`src/logic/ymRegPkg.sv`:
```
package ymRegPkg;

	localparam int dataWidth = 8;

	// Zone select on sda[1]
	localparam logic zoneOne = 1'b0;
	localparam logic zoneTwo = 1'b1;

	localparam int statusBitA = 0;
	localparam int statusBitB = 1;

	localparam logic [7:0] regFreqALo = 8'h00;
	localparam logic [7:0] regFreqAHi = 8'h01;
	localparam logic [7:0] regFreqBLo = 8'h02;
	localparam logic [7:0] regFreqBHi = 8'h03;
	localparam logic [7:0] regFreqCLo = 8'h04;
	localparam logic [7:0] regFreqCHi = 8'h05;
	localparam logic [7:0] regNoise = 8'h06;
	localparam logic [7:0] regMixer = 8'h07;
	localparam logic [7:0] regVolA = 8'h08;
	localparam logic [7:0] regVolB = 8'h09;
	localparam logic [7:0] regVolC = 8'h0A;
	localparam logic [7:0] regEnvLo = 8'h0B;
	localparam logic [7:0] regEnvHi = 8'h0C;
	localparam logic [7:0] regEnvShape = 8'h0D;
	localparam logic [7:0] regTaLo = 8'h24;
	localparam logic [7:0] regTaHi = 8'h25;
	localparam logic [7:0] regTb = 8'h26;
	localparam logic [7:0] regTimerCfg = 8'h27;

	localparam int cfgRunA = 0;
	localparam int cfgRunB = 1;
	localparam int cfgIrqA = 2;
	localparam int cfgIrqB = 3;
	localparam int cfgClrA = 4;
	localparam int cfgClrB = 5;

	localparam logic [5:0] mixerReset = 6'h3F;	// Tone and noise off everywhere

endpackage

```
`src/logic/ymSoundPkg.sv`:
```
package ymSoundPkg;

	// Clocks per step
	localparam int taPrescale = 8;
	localparam int tbPrescale = 128;
	localparam int ssgPrescale = 8;
	localparam int envDivide = 16;	// Extra envelope division over the SSG tick

	localparam int timerPreWidth = $clog2(tbPrescale);
	localparam int ssgPreWidth = $clog2(ssgPrescale);
	localparam int envPreWidth = $clog2(envDivide);

	localparam int taWidth = 10;
	localparam int tbWidth = 8;

	localparam int toneWidth = 12;
	localparam int noiseWidth = 5;
	localparam int lfsrWidth = 17;
	localparam int envFreqWidth = 16;
	localparam int levelWidth = 4;
	localparam int anaWidth = 6;
	localparam int anaMax = 45;	// Three channels at full scale

	// Envelope shape bits
	localparam int envHold = 0;
	localparam int envAlt = 1;
	localparam int envAttack = 2;
	localparam int envCont = 3;

endpackage

```
`src/logic/ymCtrlIf.sv`:
```
`timescale 1ns/100ps

interface ymRegBus;
	import ymRegPkg::*;

	logic wrStrobe;
	logic zone;
	logic [dataWidth-1:0] addr;
	logic [dataWidth-1:0] data;

	modport source(output wrStrobe, zone, addr, data);
	modport sink(input wrStrobe, zone, addr, data);
endinterface

interface timerCtrlIf;
	import ymSoundPkg::*;

	logic [taWidth-1:0] taLoad;
	logic [tbWidth-1:0] tbLoad;
	logic runA;
	logic runB;
	logic irqEnA;
	logic irqEnB;
	logic clrA;
	logic clrB;
	logic flagA;
	logic flagB;

	modport ctrl(output taLoad, tbLoad, runA, runB, irqEnA, irqEnB, clrA, clrB);
	modport timer(input taLoad, tbLoad, runA, runB, irqEnA, irqEnB, clrA, clrB,
		output flagA, flagB);
	modport status(input flagA, flagB);
endinterface

interface ssgCtrlIf;
	import ymSoundPkg::*;

	logic [toneWidth-1:0] freqA;
	logic [toneWidth-1:0] freqB;
	logic [toneWidth-1:0] freqC;
	logic [noiseWidth-1:0] noisePeriod;
	logic [5:0] mixer;	// Active low
	logic [levelWidth:0] volA;
	logic [levelWidth:0] volB;
	logic [levelWidth:0] volC;
	logic [envFreqWidth-1:0] envFreq;
	logic [3:0] envShape;
	logic envRestart;

	modport ctrl(output freqA, freqB, freqC, noisePeriod, mixer, volA, volB, volC,
		envFreq, envShape, envRestart);
	modport ssg(input freqA, freqB, freqC, noisePeriod, mixer, volA, volB, volC,
		envFreq, envShape, envRestart);
endinterface

```
`src/logic/ym2610.sv`:
```
`timescale 1ns/100ps

module ym2610(
	input logic phiS,
	input logic rst,
	input logic [ymRegPkg::dataWidth-1:0] sddIn,
	input logic [1:0] sda,
	input logic nCs,
	input logic nWr,
	input logic nRd,
	output logic [ymRegPkg::dataWidth-1:0] sddOut,
	output logic nIrq,
	output logic [ymSoundPkg::anaWidth-1:0] ana
);

	ymRegBus regBus();
	timerCtrlIf timerCtrl();
	ssgCtrlIf ssgCtrl();

	ymBusPort busPort0(
		.phiS(phiS),
		.rst(rst),
		.sddIn(sddIn),
		.sda(sda),
		.nCs(nCs),
		.nWr(nWr),
		.nRd(nRd),
		.sddOut(sddOut),
		.regBus(regBus.source),
		.timerCtrl(timerCtrl.status)
	);

	ymRegFile regFile0(
		.phiS(phiS),
		.rst(rst),
		.regBus(regBus.sink),
		.timerCtrl(timerCtrl.ctrl),
		.ssgCtrl(ssgCtrl.ctrl)
	);

	ymTimer timer0(
		.phiS(phiS),
		.rst(rst),
		.timerCtrl(timerCtrl.timer),
		.nIrq(nIrq)
	);

	ymSsg ssg0(
		.phiS(phiS),
		.rst(rst),
		.ssgCtrl(ssgCtrl.ssg),
		.ana(ana)
	);

endmodule

```
`src/logic/ymBusPort.sv`:
```
`timescale 1ns/100ps

module ymBusPort(
	input logic phiS,
	input logic rst,
	input logic [ymRegPkg::dataWidth-1:0] sddIn,
	input logic [1:0] sda,
	input logic nCs,
	input logic nWr,
	input logic nRd,
	output logic [ymRegPkg::dataWidth-1:0] sddOut,
	ymRegBus.source regBus,
	timerCtrlIf.status timerCtrl
);
	import ymRegPkg::*;

	logic csR;
	logic wrR;
	logic rdR;
	logic [1:0] sdaR;
	logic [dataWidth-1:0] sddR;
	logic wrActive;
	logic wrActiveD;
	logic wrStart;
	logic [dataWidth-1:0] addrOne;
	logic [dataWidth-1:0] addrTwo;
	logic [dataWidth-1:0] status;

	always_ff @(posedge phiS)
	begin
		if (rst)
		begin
			csR <= 1'b1;
			wrR <= 1'b1;
			rdR <= 1'b1;
			wrActiveD <= 1'b0;
		end
		else
		begin
			csR <= nCs;
			wrR <= nWr;
			rdR <= nRd;
			wrActiveD <= wrActive;
		end
	end

	always_ff @(posedge phiS)
	begin
		sdaR <= sda;
		sddR <= sddIn;
	end

	assign wrActive = !csR && !wrR && rdR;
	assign wrStart = wrActive && !wrActiveD;	// First cycle of a write

	always_ff @(posedge phiS)
	begin
		if (rst)
		begin
			addrOne <= '0;
			addrTwo <= '0;
			regBus.wrStrobe <= 1'b0;
		end
		else
		begin
			regBus.wrStrobe <= wrStart && sdaR[0];
			if (wrStart && !sdaR[0])
			begin
				if (sdaR[1] == zoneTwo)
					addrTwo <= sddR;
				else
					addrOne <= sddR;
			end
		end
	end

	// Zone, address and data only matter alongside wrStrobe
	always_ff @(posedge phiS)
	begin
		regBus.zone <= sdaR[1];
		regBus.addr <= (sdaR[1] == zoneTwo) ? addrTwo : addrOne;
		regBus.data <= sddR;
	end

	always_comb
	begin
		status = '0;
		status[statusBitA] = timerCtrl.flagA;
		status[statusBitB] = timerCtrl.flagB;
	end

	always_ff @(posedge phiS)
	begin
		if (rst)
			sddOut <= '0;
		else
			sddOut <= (!csR && !rdR) ? status : '0;
	end

	wrStrobeSingle: assert property (@(posedge phiS) disable iff (rst)
		regBus.wrStrobe |=> !regBus.wrStrobe);

endmodule

```
`src/logic/ymRegFile.sv`:
```
`timescale 1ns/100ps

module ymRegFile(
	input logic phiS,
	input logic rst,
	ymRegBus.sink regBus,
	timerCtrlIf.ctrl timerCtrl,
	ssgCtrlIf.ctrl ssgCtrl
);
	import ymRegPkg::*;

	logic wrZoneOne;
	logic cfgWrite;

	assign wrZoneOne = regBus.wrStrobe && (regBus.zone == zoneOne);	// Zone 2 dropped here
	assign cfgWrite = wrZoneOne && (regBus.addr == regTimerCfg);

	always_ff @(posedge phiS)
	begin
		if (rst)
		begin
			ssgCtrl.freqA <= '0;
			ssgCtrl.freqB <= '0;
			ssgCtrl.freqC <= '0;
			ssgCtrl.noisePeriod <= '0;
			ssgCtrl.mixer <= mixerReset;
			ssgCtrl.volA <= '0;
			ssgCtrl.volB <= '0;
			ssgCtrl.volC <= '0;
			ssgCtrl.envFreq <= '0;
			ssgCtrl.envShape <= '0;
			timerCtrl.taLoad <= '0;
			timerCtrl.tbLoad <= '0;
			timerCtrl.runA <= 1'b0;
			timerCtrl.runB <= 1'b0;
			timerCtrl.irqEnA <= 1'b0;
			timerCtrl.irqEnB <= 1'b0;
		end
		else if (wrZoneOne)
		begin
			case (regBus.addr)
				regFreqALo: ssgCtrl.freqA[7:0] <= regBus.data;
				regFreqAHi: ssgCtrl.freqA[11:8] <= regBus.data[3:0];
				regFreqBLo: ssgCtrl.freqB[7:0] <= regBus.data;
				regFreqBHi: ssgCtrl.freqB[11:8] <= regBus.data[3:0];
				regFreqCLo: ssgCtrl.freqC[7:0] <= regBus.data;
				regFreqCHi: ssgCtrl.freqC[11:8] <= regBus.data[3:0];
				regNoise: ssgCtrl.noisePeriod <= regBus.data[4:0];
				regMixer: ssgCtrl.mixer <= regBus.data[5:0];
				regVolA: ssgCtrl.volA <= regBus.data[4:0];
				regVolB: ssgCtrl.volB <= regBus.data[4:0];
				regVolC: ssgCtrl.volC <= regBus.data[4:0];
				regEnvLo: ssgCtrl.envFreq[7:0] <= regBus.data;
				regEnvHi: ssgCtrl.envFreq[15:8] <= regBus.data;
				regEnvShape: ssgCtrl.envShape <= regBus.data[3:0];
				regTaLo: timerCtrl.taLoad[7:0] <= regBus.data;
				regTaHi: timerCtrl.taLoad[9:8] <= regBus.data[1:0];
				regTb: timerCtrl.tbLoad <= regBus.data;
				regTimerCfg:
				begin
					timerCtrl.runA <= regBus.data[cfgRunA];
					timerCtrl.runB <= regBus.data[cfgRunB];
					timerCtrl.irqEnA <= regBus.data[cfgIrqA];
					timerCtrl.irqEnB <= regBus.data[cfgIrqB];
				end
				default: ;	// Unused addresses
			endcase
		end
	end

	// One-cycle strobes, aligned with the register update
	always_ff @(posedge phiS)
	begin
		if (rst)
		begin
			timerCtrl.clrA <= 1'b0;
			timerCtrl.clrB <= 1'b0;
			ssgCtrl.envRestart <= 1'b0;
		end
		else
		begin
			timerCtrl.clrA <= cfgWrite && regBus.data[cfgClrA];
			timerCtrl.clrB <= cfgWrite && regBus.data[cfgClrB];
			ssgCtrl.envRestart <= wrZoneOne && (regBus.addr == regEnvShape);
		end
	end

	clrASingle: assert property (@(posedge phiS) disable iff (rst)
		timerCtrl.clrA |=> !timerCtrl.clrA);

endmodule

```
`src/logic/ymSsg.sv`:
```
`timescale 1ns/100ps

module ymSsg(
	input logic phiS,
	input logic rst,
	ssgCtrlIf.ssg ssgCtrl,
	output logic [ymSoundPkg::anaWidth-1:0] ana
);
	import ymSoundPkg::*;

	logic [ssgPreWidth-1:0] pre;
	logic tick;
	logic [toneWidth-1:0] freq [3];
	logic [levelWidth:0] vol [3];
	logic [toneWidth-1:0] toneCnt [3];
	logic [2:0] tone;
	logic [noiseWidth-1:0] noiseBase;
	logic [noiseWidth:0] noiseCnt;
	logic [lfsrWidth-1:0] lfsr;
	logic [envPreWidth-1:0] envPre;
	logic envSub;
	logic [envFreqWidth-1:0] envCnt;
	logic envTick;
	logic [levelWidth-1:0] envStep;
	logic [levelWidth-1:0] envLevel;
	logic envUp;
	logic envHeld;
	logic [levelWidth-1:0] level [3];
	logic [anaWidth-1:0] sum;

	assign freq = '{ssgCtrl.freqA, ssgCtrl.freqB, ssgCtrl.freqC};
	assign vol = '{ssgCtrl.volA, ssgCtrl.volB, ssgCtrl.volC};

	assign tick = (pre == ssgPreWidth'(ssgPrescale - 1));
	assign noiseBase = (ssgCtrl.noisePeriod == '0) ? noiseWidth'(1) : ssgCtrl.noisePeriod;

	always_ff @(posedge phiS)
	begin
		if (rst)
		begin
			pre <= '0;
			tone <= '0;
			noiseCnt <= '0;
			lfsr <= lfsrWidth'(1);
			for (int i = 0; i < 3; i++)
				toneCnt[i] <= '0;
		end
		else
		begin
			pre <= tick ? '0 : pre + 1'b1;
			if (tick)
			begin
				for (int i = 0; i < 3; i++)
				begin
					if (toneCnt[i] + 1'b1 >= freq[i])	// Period 0 acts as 1
					begin
						toneCnt[i] <= '0;
						tone[i] <= ~tone[i];
					end
					else
						toneCnt[i] <= toneCnt[i] + 1'b1;
				end

				if (noiseCnt + 1'b1 >= {noiseBase, 1'b0})
				begin
					noiseCnt <= '0;
					lfsr <= {lfsr[0] ^ lfsr[3], lfsr[lfsrWidth-1:1]};
				end
				else
					noiseCnt <= noiseCnt + 1'b1;
			end
		end
	end

	assign envSub = tick && (envPre == envPreWidth'(envDivide - 1));
	assign envTick = envSub && (envCnt + 1'b1 >= ssgCtrl.envFreq);

	always_ff @(posedge phiS)
	begin
		if (rst)
		begin
			envPre <= '0;
			envCnt <= '0;
			envStep <= '0;
			envLevel <= '0;
			envUp <= 1'b0;
			envHeld <= 1'b1;	// Silent until a shape is written
		end
		else if (ssgCtrl.envRestart)
		begin
			envPre <= '0;
			envCnt <= '0;
			envStep <= '0;
			envUp <= ssgCtrl.envShape[envAttack];
			envLevel <= ssgCtrl.envShape[envAttack] ? '0 : '1;
			envHeld <= 1'b0;
		end
		else
		begin
			if (tick)
				envPre <= envSub ? '0 : envPre + 1'b1;
			if (envSub)
				envCnt <= envTick ? '0 : envCnt + 1'b1;

			if (envTick && !envHeld)
			begin
				envStep <= envStep + 1'b1;
				if (envStep != '1)
					envLevel <= envUp ? envLevel + 1'b1 : envLevel - 1'b1;
				else if (!ssgCtrl.envShape[envCont])
				begin
					envLevel <= '0;
					envHeld <= 1'b1;
				end
				else if (ssgCtrl.envShape[envHold])
				begin
					envHeld <= 1'b1;
					if (ssgCtrl.envShape[envAlt])
						envLevel <= ~envLevel;
				end
				else if (ssgCtrl.envShape[envAlt])
					envUp <= ~envUp;	// Triangle
				else
					envLevel <= envUp ? '0 : '1;	// Sawtooth
			end
		end
	end

	// Mixer bits 0-2 gate tone, 3-5 gate noise
	always_comb
	begin
		sum = '0;
		for (int i = 0; i < 3; i++)
		begin
			if ((tone[i] | ssgCtrl.mixer[i]) & (lfsr[0] | ssgCtrl.mixer[i + 3]))
				level[i] = vol[i][levelWidth] ? envLevel : vol[i][levelWidth-1:0];
			else
				level[i] = '0;
			sum = sum + anaWidth'(level[i]);
		end
	end

	always_ff @(posedge phiS)
	begin
		if (rst)
			ana <= '0;
		else
			ana <= sum;
	end

	anaInRange: assert property (@(posedge phiS) disable iff (rst)
		ana <= anaWidth'(anaMax));

endmodule

```
`src/logic/ymTimer.sv`:
```
`timescale 1ns/100ps

module ymTimer(
	input logic phiS,
	input logic rst,
	timerCtrlIf.timer timerCtrl,
	output logic nIrq
);
	import ymSoundPkg::*;

	logic [1:0] run;
	logic [1:0] clr;
	logic [1:0] irqEn;
	logic [1:0] flag;
	logic [taWidth-1:0] load [2];

	assign run = {timerCtrl.runB, timerCtrl.runA};
	assign clr = {timerCtrl.clrB, timerCtrl.clrA};
	assign irqEn = {timerCtrl.irqEnB, timerCtrl.irqEnA};
	assign load[0] = timerCtrl.taLoad;
	assign load[1] = taWidth'(timerCtrl.tbLoad);

	// Index 0 is timer A, index 1 timer B
	for (genvar i = 0; i < 2; i++)
	begin : gTimer
		logic [timerPreWidth-1:0] pre;
		logic [taWidth-1:0] cnt;
		logic step;
		logic wrap;
		logic flagReg;

		assign step = run[i] && (pre == ((i == 0) ? timerPreWidth'(taPrescale - 1)
			: timerPreWidth'(tbPrescale - 1)));
		assign wrap = step && (cnt == ((i == 0) ? taWidth'((1 << taWidth) - 1)
			: taWidth'((1 << tbWidth) - 1)));

		always_ff @(posedge phiS)
		begin
			if (rst)
			begin
				pre <= '0;
				cnt <= '0;
				flagReg <= 1'b0;
			end
			else
			begin
				if (!run[i])
				begin
					pre <= '0;
					cnt <= load[i];	// Stopped timer sits at its load value
				end
				else if (step)
				begin
					pre <= '0;
					cnt <= wrap ? load[i] : cnt + 1'b1;
				end
				else
					pre <= pre + 1'b1;

				if (wrap)
					flagReg <= 1'b1;	// Set beats clear
				else if (clr[i])
					flagReg <= 1'b0;
			end
		end

		assign flag[i] = flagReg;
	end

	assign timerCtrl.flagA = flag[0];
	assign timerCtrl.flagB = flag[1];

	always_ff @(posedge phiS)
	begin
		if (rst)
			nIrq <= 1'b1;
		else
			nIrq <= ~|(flag & irqEn);
	end

	irqMasked: assert property (@(posedge phiS) disable iff (rst)
		(irqEn == 2'b00) |=> nIrq);

endmodule

```
`config.mk`:
```
export PLATFORM = sky130hd
export DESIGN_NAME = ym2610
export DESIGN_NICKNAME = d
export VERILOG_FILES = /design/src/logic/ymRegPkg.sv /design/src/logic/ymSoundPkg.sv /design/src/logic/ymCtrlIf.sv /design/src/logic/ym2610.sv /design/src/logic/ymBusPort.sv /design/src/logic/ymRegFile.sv /design/src/logic/ymSsg.sv /design/src/logic/ymTimer.sv
export SDC_FILE = /design/constraint.sdc
export NUM_CORES = 1
export LEC_CHECK = 0
export ABC_AREA = 1
export BUFFER_PORTS_ARGS = -buffer_cell sky130_fd_sc_hd__buf_2
export CORE_MARGIN = 5
export CORE_UTILIZATION = 40
export CTS_CLUSTER_DIAMETER = 80
export DETAILED_ROUTE_END_ITERATION = 16
export SYNTH_ARGS = -nofsm -noshare
export SYNTH_HDL_FRONTEND = slang
export SYNTH_SLANG_ARGS = --single-unit
export TNS_END_PERCENT = 30
```
`constraint.sdc`:
```
create_clock -name phiS -period 2.9 [get_ports phiS]
set_input_delay 0.435 -clock phiS [delete_from_list [all_inputs] [get_ports phiS]]
set_output_delay 0.435 -clock phiS [all_outputs]
set_load 0.01 [all_outputs]
```
-- Yosys cells after proc, flatten, opt, wreduce, memory -nomap -nowiden
Memory sizes are Yosys's and may differ from the RTL's.
Index checks and enable logic that the tools add are counted.
Widths: inputs -> output; s select.
- add/sub/neg operators: 16
- magnitude comparators: 5
- equal/unequal tests: 31
- muxes and demuxes: 74
- bitwise operators: 27
- reduce and logical (&&, ||, !) cells: 66
- operators with widths (cell ; count):
    $mux 12 ; 6
    $mux 4 ; 17
    $eq 8x4->1 const B ; 6
    $reduce_and 2->1 ; 24
    $mux 1 ; 41
    $mux 10 ; 4
    $add 12x1->12 const B ; 3
    $ge 12x12->1 ; 3
    $eq 8x3->1 const B ; 4
    $eq 8x6->1 const B ; 4
    $mux 8 ; 3
    $add 10x1->10 const B ; 2
    $logic_and 1x1->1 ; 18
    $add 16x1->16 const B ; 1
    $eq 8x2->1 const B ; 2
    $ge 16x16->1 ; 1
    $mux 16 ; 1
    $add 7x1->7 const B ; 2
    $add 4x1->4 const B ; 3
    $or 1x1->1 ; 12
    $eq 10x10->1 const B ; 1
    $eq 10x8->1 const B ; 1
    $ne 5x4->1 const B ; 2
    $reduce_bool 2->1 ; 5
    other kinds (29) ; 53
- register bits after elaboration: 265
- RAM bits: 36
- bits of input ports: 15
- output and inout port bits: 15
- logic and storage cells: 279
- memories kept: 1
- memories (memory ; words ; width ; rd ports ; clocked after memory_dff ; write ports ; RTL line ; source):
    ssg0.toneCnt ; 3 ; 12 ; 3 ; 0 ; 3 ; ymSsg.sv:15 ; logic [toneWidth-1:0] toneCnt [3];

-- Depth between registers and ports, before layout
Gate-level depths: netlist of the first run.
An unclocked memory read counts as a cell.
- depth after elaboration: 9
- depth in mapped cells: 21
- mapped depth without buffers: 21

-- Hierarchy
Synthesis of the first run repeated with hierarchy kept, for this count alone.
- cells, all modules: 2089
- area, all modules: 15189.6 µm²
- by module, submodules not included (module ; instances ; cells each ; area each (µm²) ; sequential area each (µm²)):
    ymSsg ; 1 ; 921 ; 6824.0 ; 2382.3
    ymRegFile ; 1 ; 668 ; 4528.1 ; 2142.1
    ymTimer ; 1 ; 318 ; 2178.3 ; 740.7
    ymBusPort ; 1 ; 182 ; 1659.1 ; 1001.0

-- Worst setup path after synthesis of the first run
Ideal clock, no wire load.
- kind: register -> register
- start point: memory ssg0.toneCnt[0][0]
- end point: memory ssg0.toneCnt[0][11], data pin
- setup time: 0.266 ns
- data arrival time: 2.545 ns
- required time: 2.634 ns
- setup slack: 0.089 ns
- cell stages (with the launch flop): 18
- path buffers: 1
- period minus slack after synthesis: 2.811 ns
- path through: edfxtp_1 -> ha_1 -> nand3_1 -> nor3_1 -> nand3_1 -> nor2_1 -> xor2_1 -> inv_1 -> ha_1 -> nand2_1 -> inv_1 -> nand3_1 -> nor2_1 -> nand2_1 -> nand4_1 -> or2_2 -> clkbuf_1 -> nor2_1
- RTL lines (item ; RTL line):
    from (decl) ; ymSsg.sv:15

==> flow_summary.rst, run 1 <==
.. list-table::
   :header-rows: 1

   * - Metric
     - Value
   * - Number of endpoints with negative hold slack in the final report
     - 0
   * - Full die area
     - 0.03847 mm²
   * - Placed inst area
     - 0.01449 mm²
   * - Clock latency of the later-clocked register in the worst-skew pair
     - 0.57 ns
   * - Worst setup path start
     - ssg0.toneCnt[0][0]
   * - Worst vdd rail ir drop
     - 478.1 µV
   * - Part of the total power dissipated in the clock network
     - 0.473
   * - Half-perimeter wire length of the detailed placement result
     - 20.96 mm
   * - Outcome
     - complete, no violations
   * - Total of fill cells in the finished design
     - 3397
   * - Initial antenna violation count
     - 0
   * - Iteration-0 DRC count of the detailed router
     - slightly below 700
   * - Worst path slowest cell
     - sky130_fd_sc_hd__edfxtp_1
   * - Number of max-capacitance violations reported
     - 0
   * - Worst Tran Pin Value
     - 0.8469 ns
   * - Number of cells traversed by the worst hold path
     - 2
   * - Post-DRT Antenna Nets
     - 0
   * - Pin count of the biggest net entering global routing
     - about 110
   * - Final routed DRC violation total
     - 0
   * - Post-synthesis instance total
     - 1737
   * - Number of iterations in the first detailed-routing pass
     - 5
   * - Setup clock skew after layout
     - 0.01107 ns
   * - Flip-flop and latch count after synthesis
     - 295
   * - Startpoint of the lowest-slack register-to-register path
     - ssg0.toneCnt[0][0]
   * - Setup ws final
     - 0.04800 ns
   * - Vias
     - 11170
   * - Buffers from clock root to sink, at most
     - 3
   * - Final RePlAce weighted congestion
     - 0.8290
   * - Global-route total usage across every layer
     - 0.1551
   * - Critical path launch point type
     - flop
   * - CP arrival
     - 3.35 ns
   * - Crit path cell chain
     - ha_2 > nand3_4 > nor3_2 > nand3_1 > nor2_1 > xor2_1 > inv_1 > ha_1 > nand2_2 > inv_1 > nand3_1 > inv_1 > nand2_1 > nand4_1 > buf_4 > buf_4 > nand2_1 > o21ai_0 > a21oi_1
   * - Clock tree root buffer cell
     - sky130_fd_sc_hd__clkbuf_16
   * - Clock-pin transition on the worst setup and hold timing paths
     - 0.06 ns
   * - Minimum clock period after layout
     - roughly 2.9 ns
   * - Highest Clock Rate
     - roughly 0.35 GHz
   * - Post-synthesis average cell area
     - between 7 and 8 µm²
   * - Power per standard cell area
     - 531.0 mW/mm²
   * - Cell-internal power
     - 0.006669 W
   * - Number of top-level design ports
     - 30
   * - CP max FO
     - 3
   * - CTS sink count
     - a little under 300
   * - NetSw
     - approximately 0.0019 W
   * - Die extent in x
     - 196.1 µm
   * - Leakage
     - about 6.5 nW
   * - Synthesis warning total
     - 0
   * - End of the worst hold path
     - busPort0.wrR
   * - Via count of the first global-routing pass
     - 10230
   * - Setup slack of the most critical reg-to-reg path
     - 0.05 ns
   * - Post-synthesis to final-layout area growth
     - 16.40%
   * - Total wire length
     - 31.08 mm
   * - Number of distinct library cells after synthesis
     - a little over 50
   * - # rows
     - 68
   * - Core area
     - 0.03437 mm²
   * - Final setup fails
     - 0
   * - Maximum single-stage delay on the critical path
     - 0.39 ns
   * - Overflow after GRT
     - 0
   * - H-Tree Level Count
     - 1
   * - Crit Reg-Reg Endpoint
     - ssg0.tone[0]
   * - Effective utilization at floorplan
     - 0.4032
   * - Critical Path Sink Type
     - flop
   * - Antenna Diode Count
     - 0
   * - Design Power
     - 0.008565 W
   * - Total of buffers placed on input and output ports
     - 23
   * - Length in cells of the worst reg-to-reg path
     - 19
   * - Share of post-route cells with drive strength above 1
     - 0.1321
   * - Required time at the endpoint of the critical path
     - 3.40 ns
   * - Part of the total power dissipated in combinational logic
     - 0.034
   * - Reg power frac
     - 0.493
   * - Max-slew headroom at the worst pin
     - 0.4312
   * - Clock tree from TritonCTS
     - yes
   * - Sequential-to-total area share from yosys stat
     - 0.4521
   * - Summed instance area of the synthesized netlist
     - about 0.014 mm²
   * - Minimum setup slack after placement
     - -0.07845 ns
   * - Fin. max-slew vios
     - 0
   * - Most numerous cell on the critical path
     - sky130_fd_sc_hd__inv_1
   * - Mean number of vias per cell
     - ~4.9
   * - Setup repair after global routing missed its margin
     - yes
   * - Post-route cell area
     - 0.01613 mm²
   * - Sw Share
     - 0.2214
   * - Number of buffers created by CTS
     - 31
   * - Total negative setup slack
     - 0 ns
   * - Die span in y
     - 196.1 µm
   * - Layout Nets
     - 1897
   * - Beginning of the worst hold path
     - nWr
   * - Portion of the clock cycle consumed by the worst path in the final layout
     - 0.9834
   * - Average wire per cell in the routed design
     - 13.64 µm
   * - Wire length of the first global-routing pass
     - 50.54 mm
   * - Path class of the lowest-slack min-delay path
     - in2reg
   * - Worst setup path class
     - reg2reg
kinds of logic after synthesis:
group,after synthesis,synth area share
multiplexers,1,0.0007223
buffers and inverters,307,0.08839
adder cells (fa/ha/maj),83,0.07656
XOR/XNOR,58,0.03666
other,1,0.0002706
AO/OA/AOI/OAI,383,0.1516
flip-flops,295,0.4521
AND/OR/NAND/NOR,609,0.1937
stage by stage:
step           hold slack, ns    util  cells
2_1_floorplan          0.3258       -   1742
4_1_cts               0.02252  0.4552   2258
5_1_grt               0.02396  0.4693   2279
3_3_place_gp           0.3682  0.4214   2190
6_report              0.04861  0.4693   2279
3_5_place_dp           0.3657  0.4214   2190
how the worst max path moves through the flow:
stage                                     end  slack, ns  cells after the start
final                            ssg0.tone[0]       0.05                     19
after global routing             ssg0.tone[0]      -0.14                     19
after CTS                    ssg0.envLevel[3]       0.02                     19
after detailed placement   ssg0.toneCnt[0][6]      -0.08                     16
after global placement       ssg0.envLevel[3]       0.07                     20
after floorplan           ssg0.toneCnt[0][11]       0.09                     17
cells in the mapped netlist (all sizes together):
| cell type | n | area, µm² |
|---|---|---|
| or2 | 10 | 62.56 |
| clkinv | 6 | 22.52 |
| ha | 80 | 1001 |
| o21a | 4 | 30.03 |
| a221oi | 1 | 8.760 |
| a31oi | 3 | 18.77 |
| a21oi | 177 | 889.6 |
| nor3 | 37 | 227.7 |
| xnor2 | 5 | 43.79 |
| or3 | 1 | 6.260 |
| a41o | 1 | 10.01 |
| o21bai | 1 | 7.510 |
| nand3 | 77 | 405.4 |
| fa | 3 | 60.06 |
| o22ai | 5 | 31.28 |
| nand4 | 14 | 87.58 |
| o211ai | 12 | 90.09 |
| conb | 1 | 3.750 |
| dfxtp | 259 | 5185 |
| nor3b | 3 | 22.52 |
| a22o | 1 | 8.760 |
| clkbuf | 31 | 116.4 |
| nand3b | 3 | 22.52 |
| o31ai | 7 | 52.55 |
| nor2 | 213 | 839.6 |
| a22oi | 1 | 7.510 |
| edfxtp | 36 | 1081 |
| mux2i | 1 | 10.01 |
| nor4 | 7 | 58.81 |
| and3 | 3 | 18.77 |
| buf | 25 | 166.4 |
| xor2 | 53 | 464.2 |
| nand2 | 241 | 932.2 |
| a211oi | 28 | 220.2 |
| inv | 245 | 919.6 |
| o21ai | 136 | 680.7 |
| a21o | 6 | 45.04 |
critical path, delay by kind of cell (launching register included):
family          cells  cell delay [ns]
simple gates        9             1.03
buf+inv             5             0.47
xor+xnor            1             0.19
compound gates      2             0.19
fa+ha+maj           2             0.51
flops               1             0.39
layer usage:
layer / routed length [µm] / up-vias / global-route usage
li1: - / 5835 / -
met1: 15130 / 5092 / 0.2202
met2: 13990 / 190 / 0.2513
met3: 1250 / 51 / 0.01992
met4: 706 / 0 / 0.03957
met5: 0 / - / 0
power by group through the flow:
stage	clock network (W)	logic [W]	registers, W
floorplan	0	0.000184	0.00429
global placement	0	0.000258	0.00431
detailed placement	0	0.000263	0.00431
CTS	0.00416	0.000275	0.00422
global route	0.00434	0.000333	0.00422
finish	0.00405	0.000294	0.00422
cell usage in the layout (no fill, tap or decap), drive strengths merged, types with 28 or more instances in the layout:
master  Yosys  routed
a211oi     28      28
a21oi     177     177
buf        25      67
clkbuf     31      43
dfxtp     259     259
edfxtp     36      36
ha         80      80
inv       245     248
nand2     241     241
nand3      77      77
nor2      213     213
nor3       37      37
o21ai     136     136
xor2       53      53
final cells by class:
class                           instances  area [µm²]  area share
Multi-Input combinational cell       1143        6740      0.4179
Clock inverter                         15       170.2     0.01055
Inverter                              251       942.2     0.05841
Clock buffer                           43       880.8     0.05461
Timing Repair Buffer                   77       559.3     0.03467
Sequential cell                       295        6269      0.3886
Tap cell                              455       569.3     0.03529
what timing repair did:
item / in CTS / in global routing
setup endpoints to repair: 18 / 66
pin swaps: 0 / 41
gates cloned: 0 / 4
endpoints found under the hold margin: 10 / 0
hold buffers: 10 / 0
gates resized for setup: 4 / 79
setup buffers: 0 / 17
sequential cells by signal (all words and copies together) (netlist names), 14 cells and up:
register	flops
regFile0.ssgCtrl.envFreq	16
ssg0.lfsr	17
ssg0.envCnt	16
timer0.gTimer.cnt	20
ssg0.toneCnt	36
timer0.gTimer.pre	14
Power figures use the tool's default switching activity.
==> run 2, diff against run 1 <==
- HOLD_SLACK_MARGIN: not set -> 0.06
==> run 2 against run 1 <==
Non-clock buffer count increased by 3. Clock skew up 0.0027 ns. Wire length is 0.11% higher. Cell count is 0.13% higher. Combinational power about the same. Worst setup slack worse by 0.0037 ns. Total power about the same. Sequential share of layout area decreased by 0.072 points. Design area grew 0.19%. Largest cell class unchanged. Largest power group unchanged.
==> flow_summary.rst, run 2 (synthesized netlist as in run 1, its figures left out) <==
.. list-table::
   :header-rows: 1

   * - Metric
     - Value
   * - Outcome
     - complete, no violations
   * - Part of the total power dissipated in combinational logic
     - 0.035
   * - Overflow after GRT
     - 0
   * - Setup ws final
     - 0.04427 ns
   * - Largest registers in the final layout
     - ssg0.toneCnt: 36 flops, timer0.gTimer.cnt: 20 flops, ssg0.lfsr: 17 flops
   * - NetSw
     - 0.001895 W
   * - Sw Share
     - 0.2212
   * - Required time at the endpoint of the critical path
     - roughly 3.4 ns
   * - Post-DRT Antenna Nets
     - 0
   * - Setup slack of the most critical reg-to-reg path
     - 0.04 ns
   * - Number of max-capacitance violations reported
     - 0
   * - Pin count of the biggest net entering global routing
     - 108
   * - Die extent in x
     - 196.1 µm
   * - Number of buffers created by CTS
     - 31
   * - Critical path launch point type
     - flop
   * - Number of endpoints with negative hold slack in the final report
     - 0
   * - Core area
     - 0.03437 mm²
   * - Most frequent cells in the layout
     - 257 x sky130_fd_sc_hd__dfxtp_1, 234 x sky130_fd_sc_hd__inv_1, 222 x sky130_fd_sc_hd__nand2_1
   * - Clock-pin transition on the worst setup and hold timing paths
     - 0.06 ns
   * - # rows
     - just under 70
   * - Minimum setup slack after placement
     - -0.07845 ns
   * - Worst vdd rail ir drop
     - between 400 and 500 µV
   * - Worst Tran Pin Value
     - roughly 0.84 ns
   * - Iteration-0 DRC count of the detailed router
     - 697
   * - Number of iterations in the first detailed-routing pass
     - 5
   * - Half-perimeter wire length of the detailed placement result
     - 20.96 mm
   * - Leakage
     - roughly 6.5 nW
   * - Critical Path Sink Type
     - flop
   * - Buffers from clock root to sink, at most
     - 3
   * - Beginning of the worst hold path
     - rst
   * - Total wire length
     - a little over 30 mm
   * - Setup repair after global routing missed its margin
     - yes
   * - Final setup fails
     - 0
   * - Clock tree root buffer cell
     - sky130_fd_sc_hd__clkbuf_16
   * - Number of standard cells in the final layout excluding fillers
     - ~2300
   * - Length in cells of the worst reg-to-reg path
     - 19
   * - Portion of the clock cycle consumed by the worst path in the final layout
     - 0.9847
   * - Global-route total usage across every layer
     - 0.1553
   * - Setup clock skew after layout
     - ~0.014 ns
   * - Via count of the first global-routing pass
     - a little over 10000
   * - Power per standard cell area
     - between 500 and 600 mW/mm²
   * - Vias
     - 11210
   * - Layout Nets
     - 1900
   * - Initial antenna violation count
     - 0
   * - Wire length of the first global-routing pass
     - 50.60 mm
   * - Final RePlAce weighted congestion
     - 0.8290
   * - Fin. max-slew vios
     - 0
   * - Mean number of vias per cell
     - 4.911
   * - Antenna Diode Count
     - 0
   * - Path class of the lowest-slack min-delay path
     - in2reg
   * - Reg power frac
     - 0.492
   * - Clock tree from TritonCTS
     - yes
   * - Largest register FFs
     - 36
   * - Number of top-level design ports
     - 30
   * - Most frequent standard cell in the layout excluding fill and tap cells
     - sky130_fd_sc_hd__dfxtp_1
   * - Share of post-route cells with drive strength above 1
     - 0.1319
   * - CP arrival
     - 3.35 ns
   * - Max-slew headroom at the worst pin
     - 0.4362
   * - Cell-internal power
     - between 0.006 and 0.007 W
   * - Minimum clock period after layout
     - 2.856 ns
   * - Crit Reg-Reg Endpoint
     - ssg0.tone[0]
   * - Total of buffers placed on input and output ports
     - 23
   * - Post-synthesis to final-layout area growth
     - 16.61%
   * - Final routed DRC violation total
     - 0
   * - H-Tree Level Count
     - 1
   * - Register with the most flip-flops
     - ssg0.toneCnt
   * - End of the worst hold path
     - timer0.gTimer[1].cnt[7]
   * - Startpoint of the lowest-slack register-to-register path
     - ssg0.toneCnt[0][0]
   * - Highest Clock Rate
     - 0.3502 GHz
   * - Effective utilization at floorplan
     - 0.4032
   * - CTS sink count
     - between 200 and 300
   * - Design Power
     - 0.008567 W
   * - Post-route core utilization
     - 0.4702
   * - Part of the total power dissipated in the clock network
     - 0.473
   * - CP max FO
     - 3
   * - Post-placement cell count
     - 2190
   * - Number of cells traversed by the worst hold path
     - 2
   * - Average wire per cell in the routed design
     - 13.64 µm
   * - Worst setup path class
     - reg2reg
   * - Full die area
     - 0.03847 mm²
   * - Die span in y
     - 196.1 µm
   * - Clock latency of the later-clocked register in the worst-skew pair
     - 0.57 ns
   * - Total negative setup slack
     - 0 ns
[run 2: cell count changes in the layout (fill, tap and decap cells not counted)]
cell                            previous run  this run
sky130_fd_sc_hd__dlygate4sd3_1            10        13
[run 2: area by class of cell]
| type | count | area, µm² |
|---|---|---|
| fill | 3394 | 18210 |
| multi-input combinational | 1143 | 6740 |
| sequential | 295 | 6269 |
| inverter | 251 | 942.2 |
| clock buffer | 43 | 880.8 |
| timing repair buffer | 80 | 589.3 |
| tap | 455 | 569.3 |
| clock inverter | 15 | 170.2 |
[run 2: worst max-delay path by stage]
stage,from,endpoint
2_1_floorplan,ssg0.toneCnt[0][0],ssg0.toneCnt[0][11]
3_3_place_gp,ssg0.envCnt[1],ssg0.envLevel[3]
3_5_place_dp,ssg0.toneCnt[0][0],ssg0.toneCnt[0][6]
4_1_cts,ssg0.envCnt[0],ssg0.envLevel[3]
5_1_grt,ssg0.toneCnt[0][0],ssg0.tone[0]
6_report,ssg0.toneCnt[0][0],ssg0.tone[0]
[run 2: power by group through the flow]
| stage | Clock (W) | Combinational, W | Sequential [W] |
|---|---|---|---|
| floorplan | 0 | 0.000184 | 0.00429 |
| global placement | 0 | 0.000258 | 0.00431 |
| detailed placement | 0 | 0.000263 | 0.00431 |
| CTS | 0.00416 | 0.000278 | 0.00422 |
| global route | 0.00434 | 0.000337 | 0.00422 |
| finish | 0.00405 | 0.000297 | 0.00422 |
[run 2: repair_timing]
action	CTS	global route
endpoints found under the hold margin	13	0
setup endpoints to repair	18	66
gates resized for setup	4	79
pin swaps	0	41
cloned	0	4
hold buffers	13	0
setup buffers	0	17
[run 2: stage by stage]
stage,instance area [µm²],hold WS (ns)
floorplan,13880,0.3258
global placement,14490,0.3682
detailed placement,14490,0.3657
CTS,15680,0.3118
global route,16160,0.3441
finish,16160,0.3420
[run 2: critical path, stage by stage, from the launching register on]
cell and delay, ns:
sky130_fd_sc_hd__edfxtp_1 0.39, sky130_fd_sc_hd__ha_2 0.23, sky130_fd_sc_hd__nand3_4 0.09, sky130_fd_sc_hd__nor3_2 0.20, sky130_fd_sc_hd__nand3_1 0.13, sky130_fd_sc_hd__nor2_1 0.16, sky130_fd_sc_hd__xor2_1 0.19, sky130_fd_sc_hd__inv_1 0.06
sky130_fd_sc_hd__ha_1 0.28, sky130_fd_sc_hd__nand2_2 0.07, sky130_fd_sc_hd__inv_1 0.04, sky130_fd_sc_hd__nand3_1 0.07, sky130_fd_sc_hd__inv_1 0.05, sky130_fd_sc_hd__nand2_1 0.06, sky130_fd_sc_hd__nand4_1 0.19, sky130_fd_sc_hd__buf_4 0.20
sky130_fd_sc_hd__buf_4 0.12, sky130_fd_sc_hd__nand2_1 0.07, sky130_fd_sc_hd__o21ai_0 0.07, sky130_fd_sc_hd__a21oi_1 0.12
[run 2: routing by layer]
layer	track usage	up-vias	part of all wire	wire length (µm)
met2	0.2517	179	0.45	14110
met3	0.01992	50	0.038	1184
met4	0.03957	0	0.022	691
met1	0.2204	5137	0.49	15130
met5	0	-	0	0
li1	-	5841	-	-
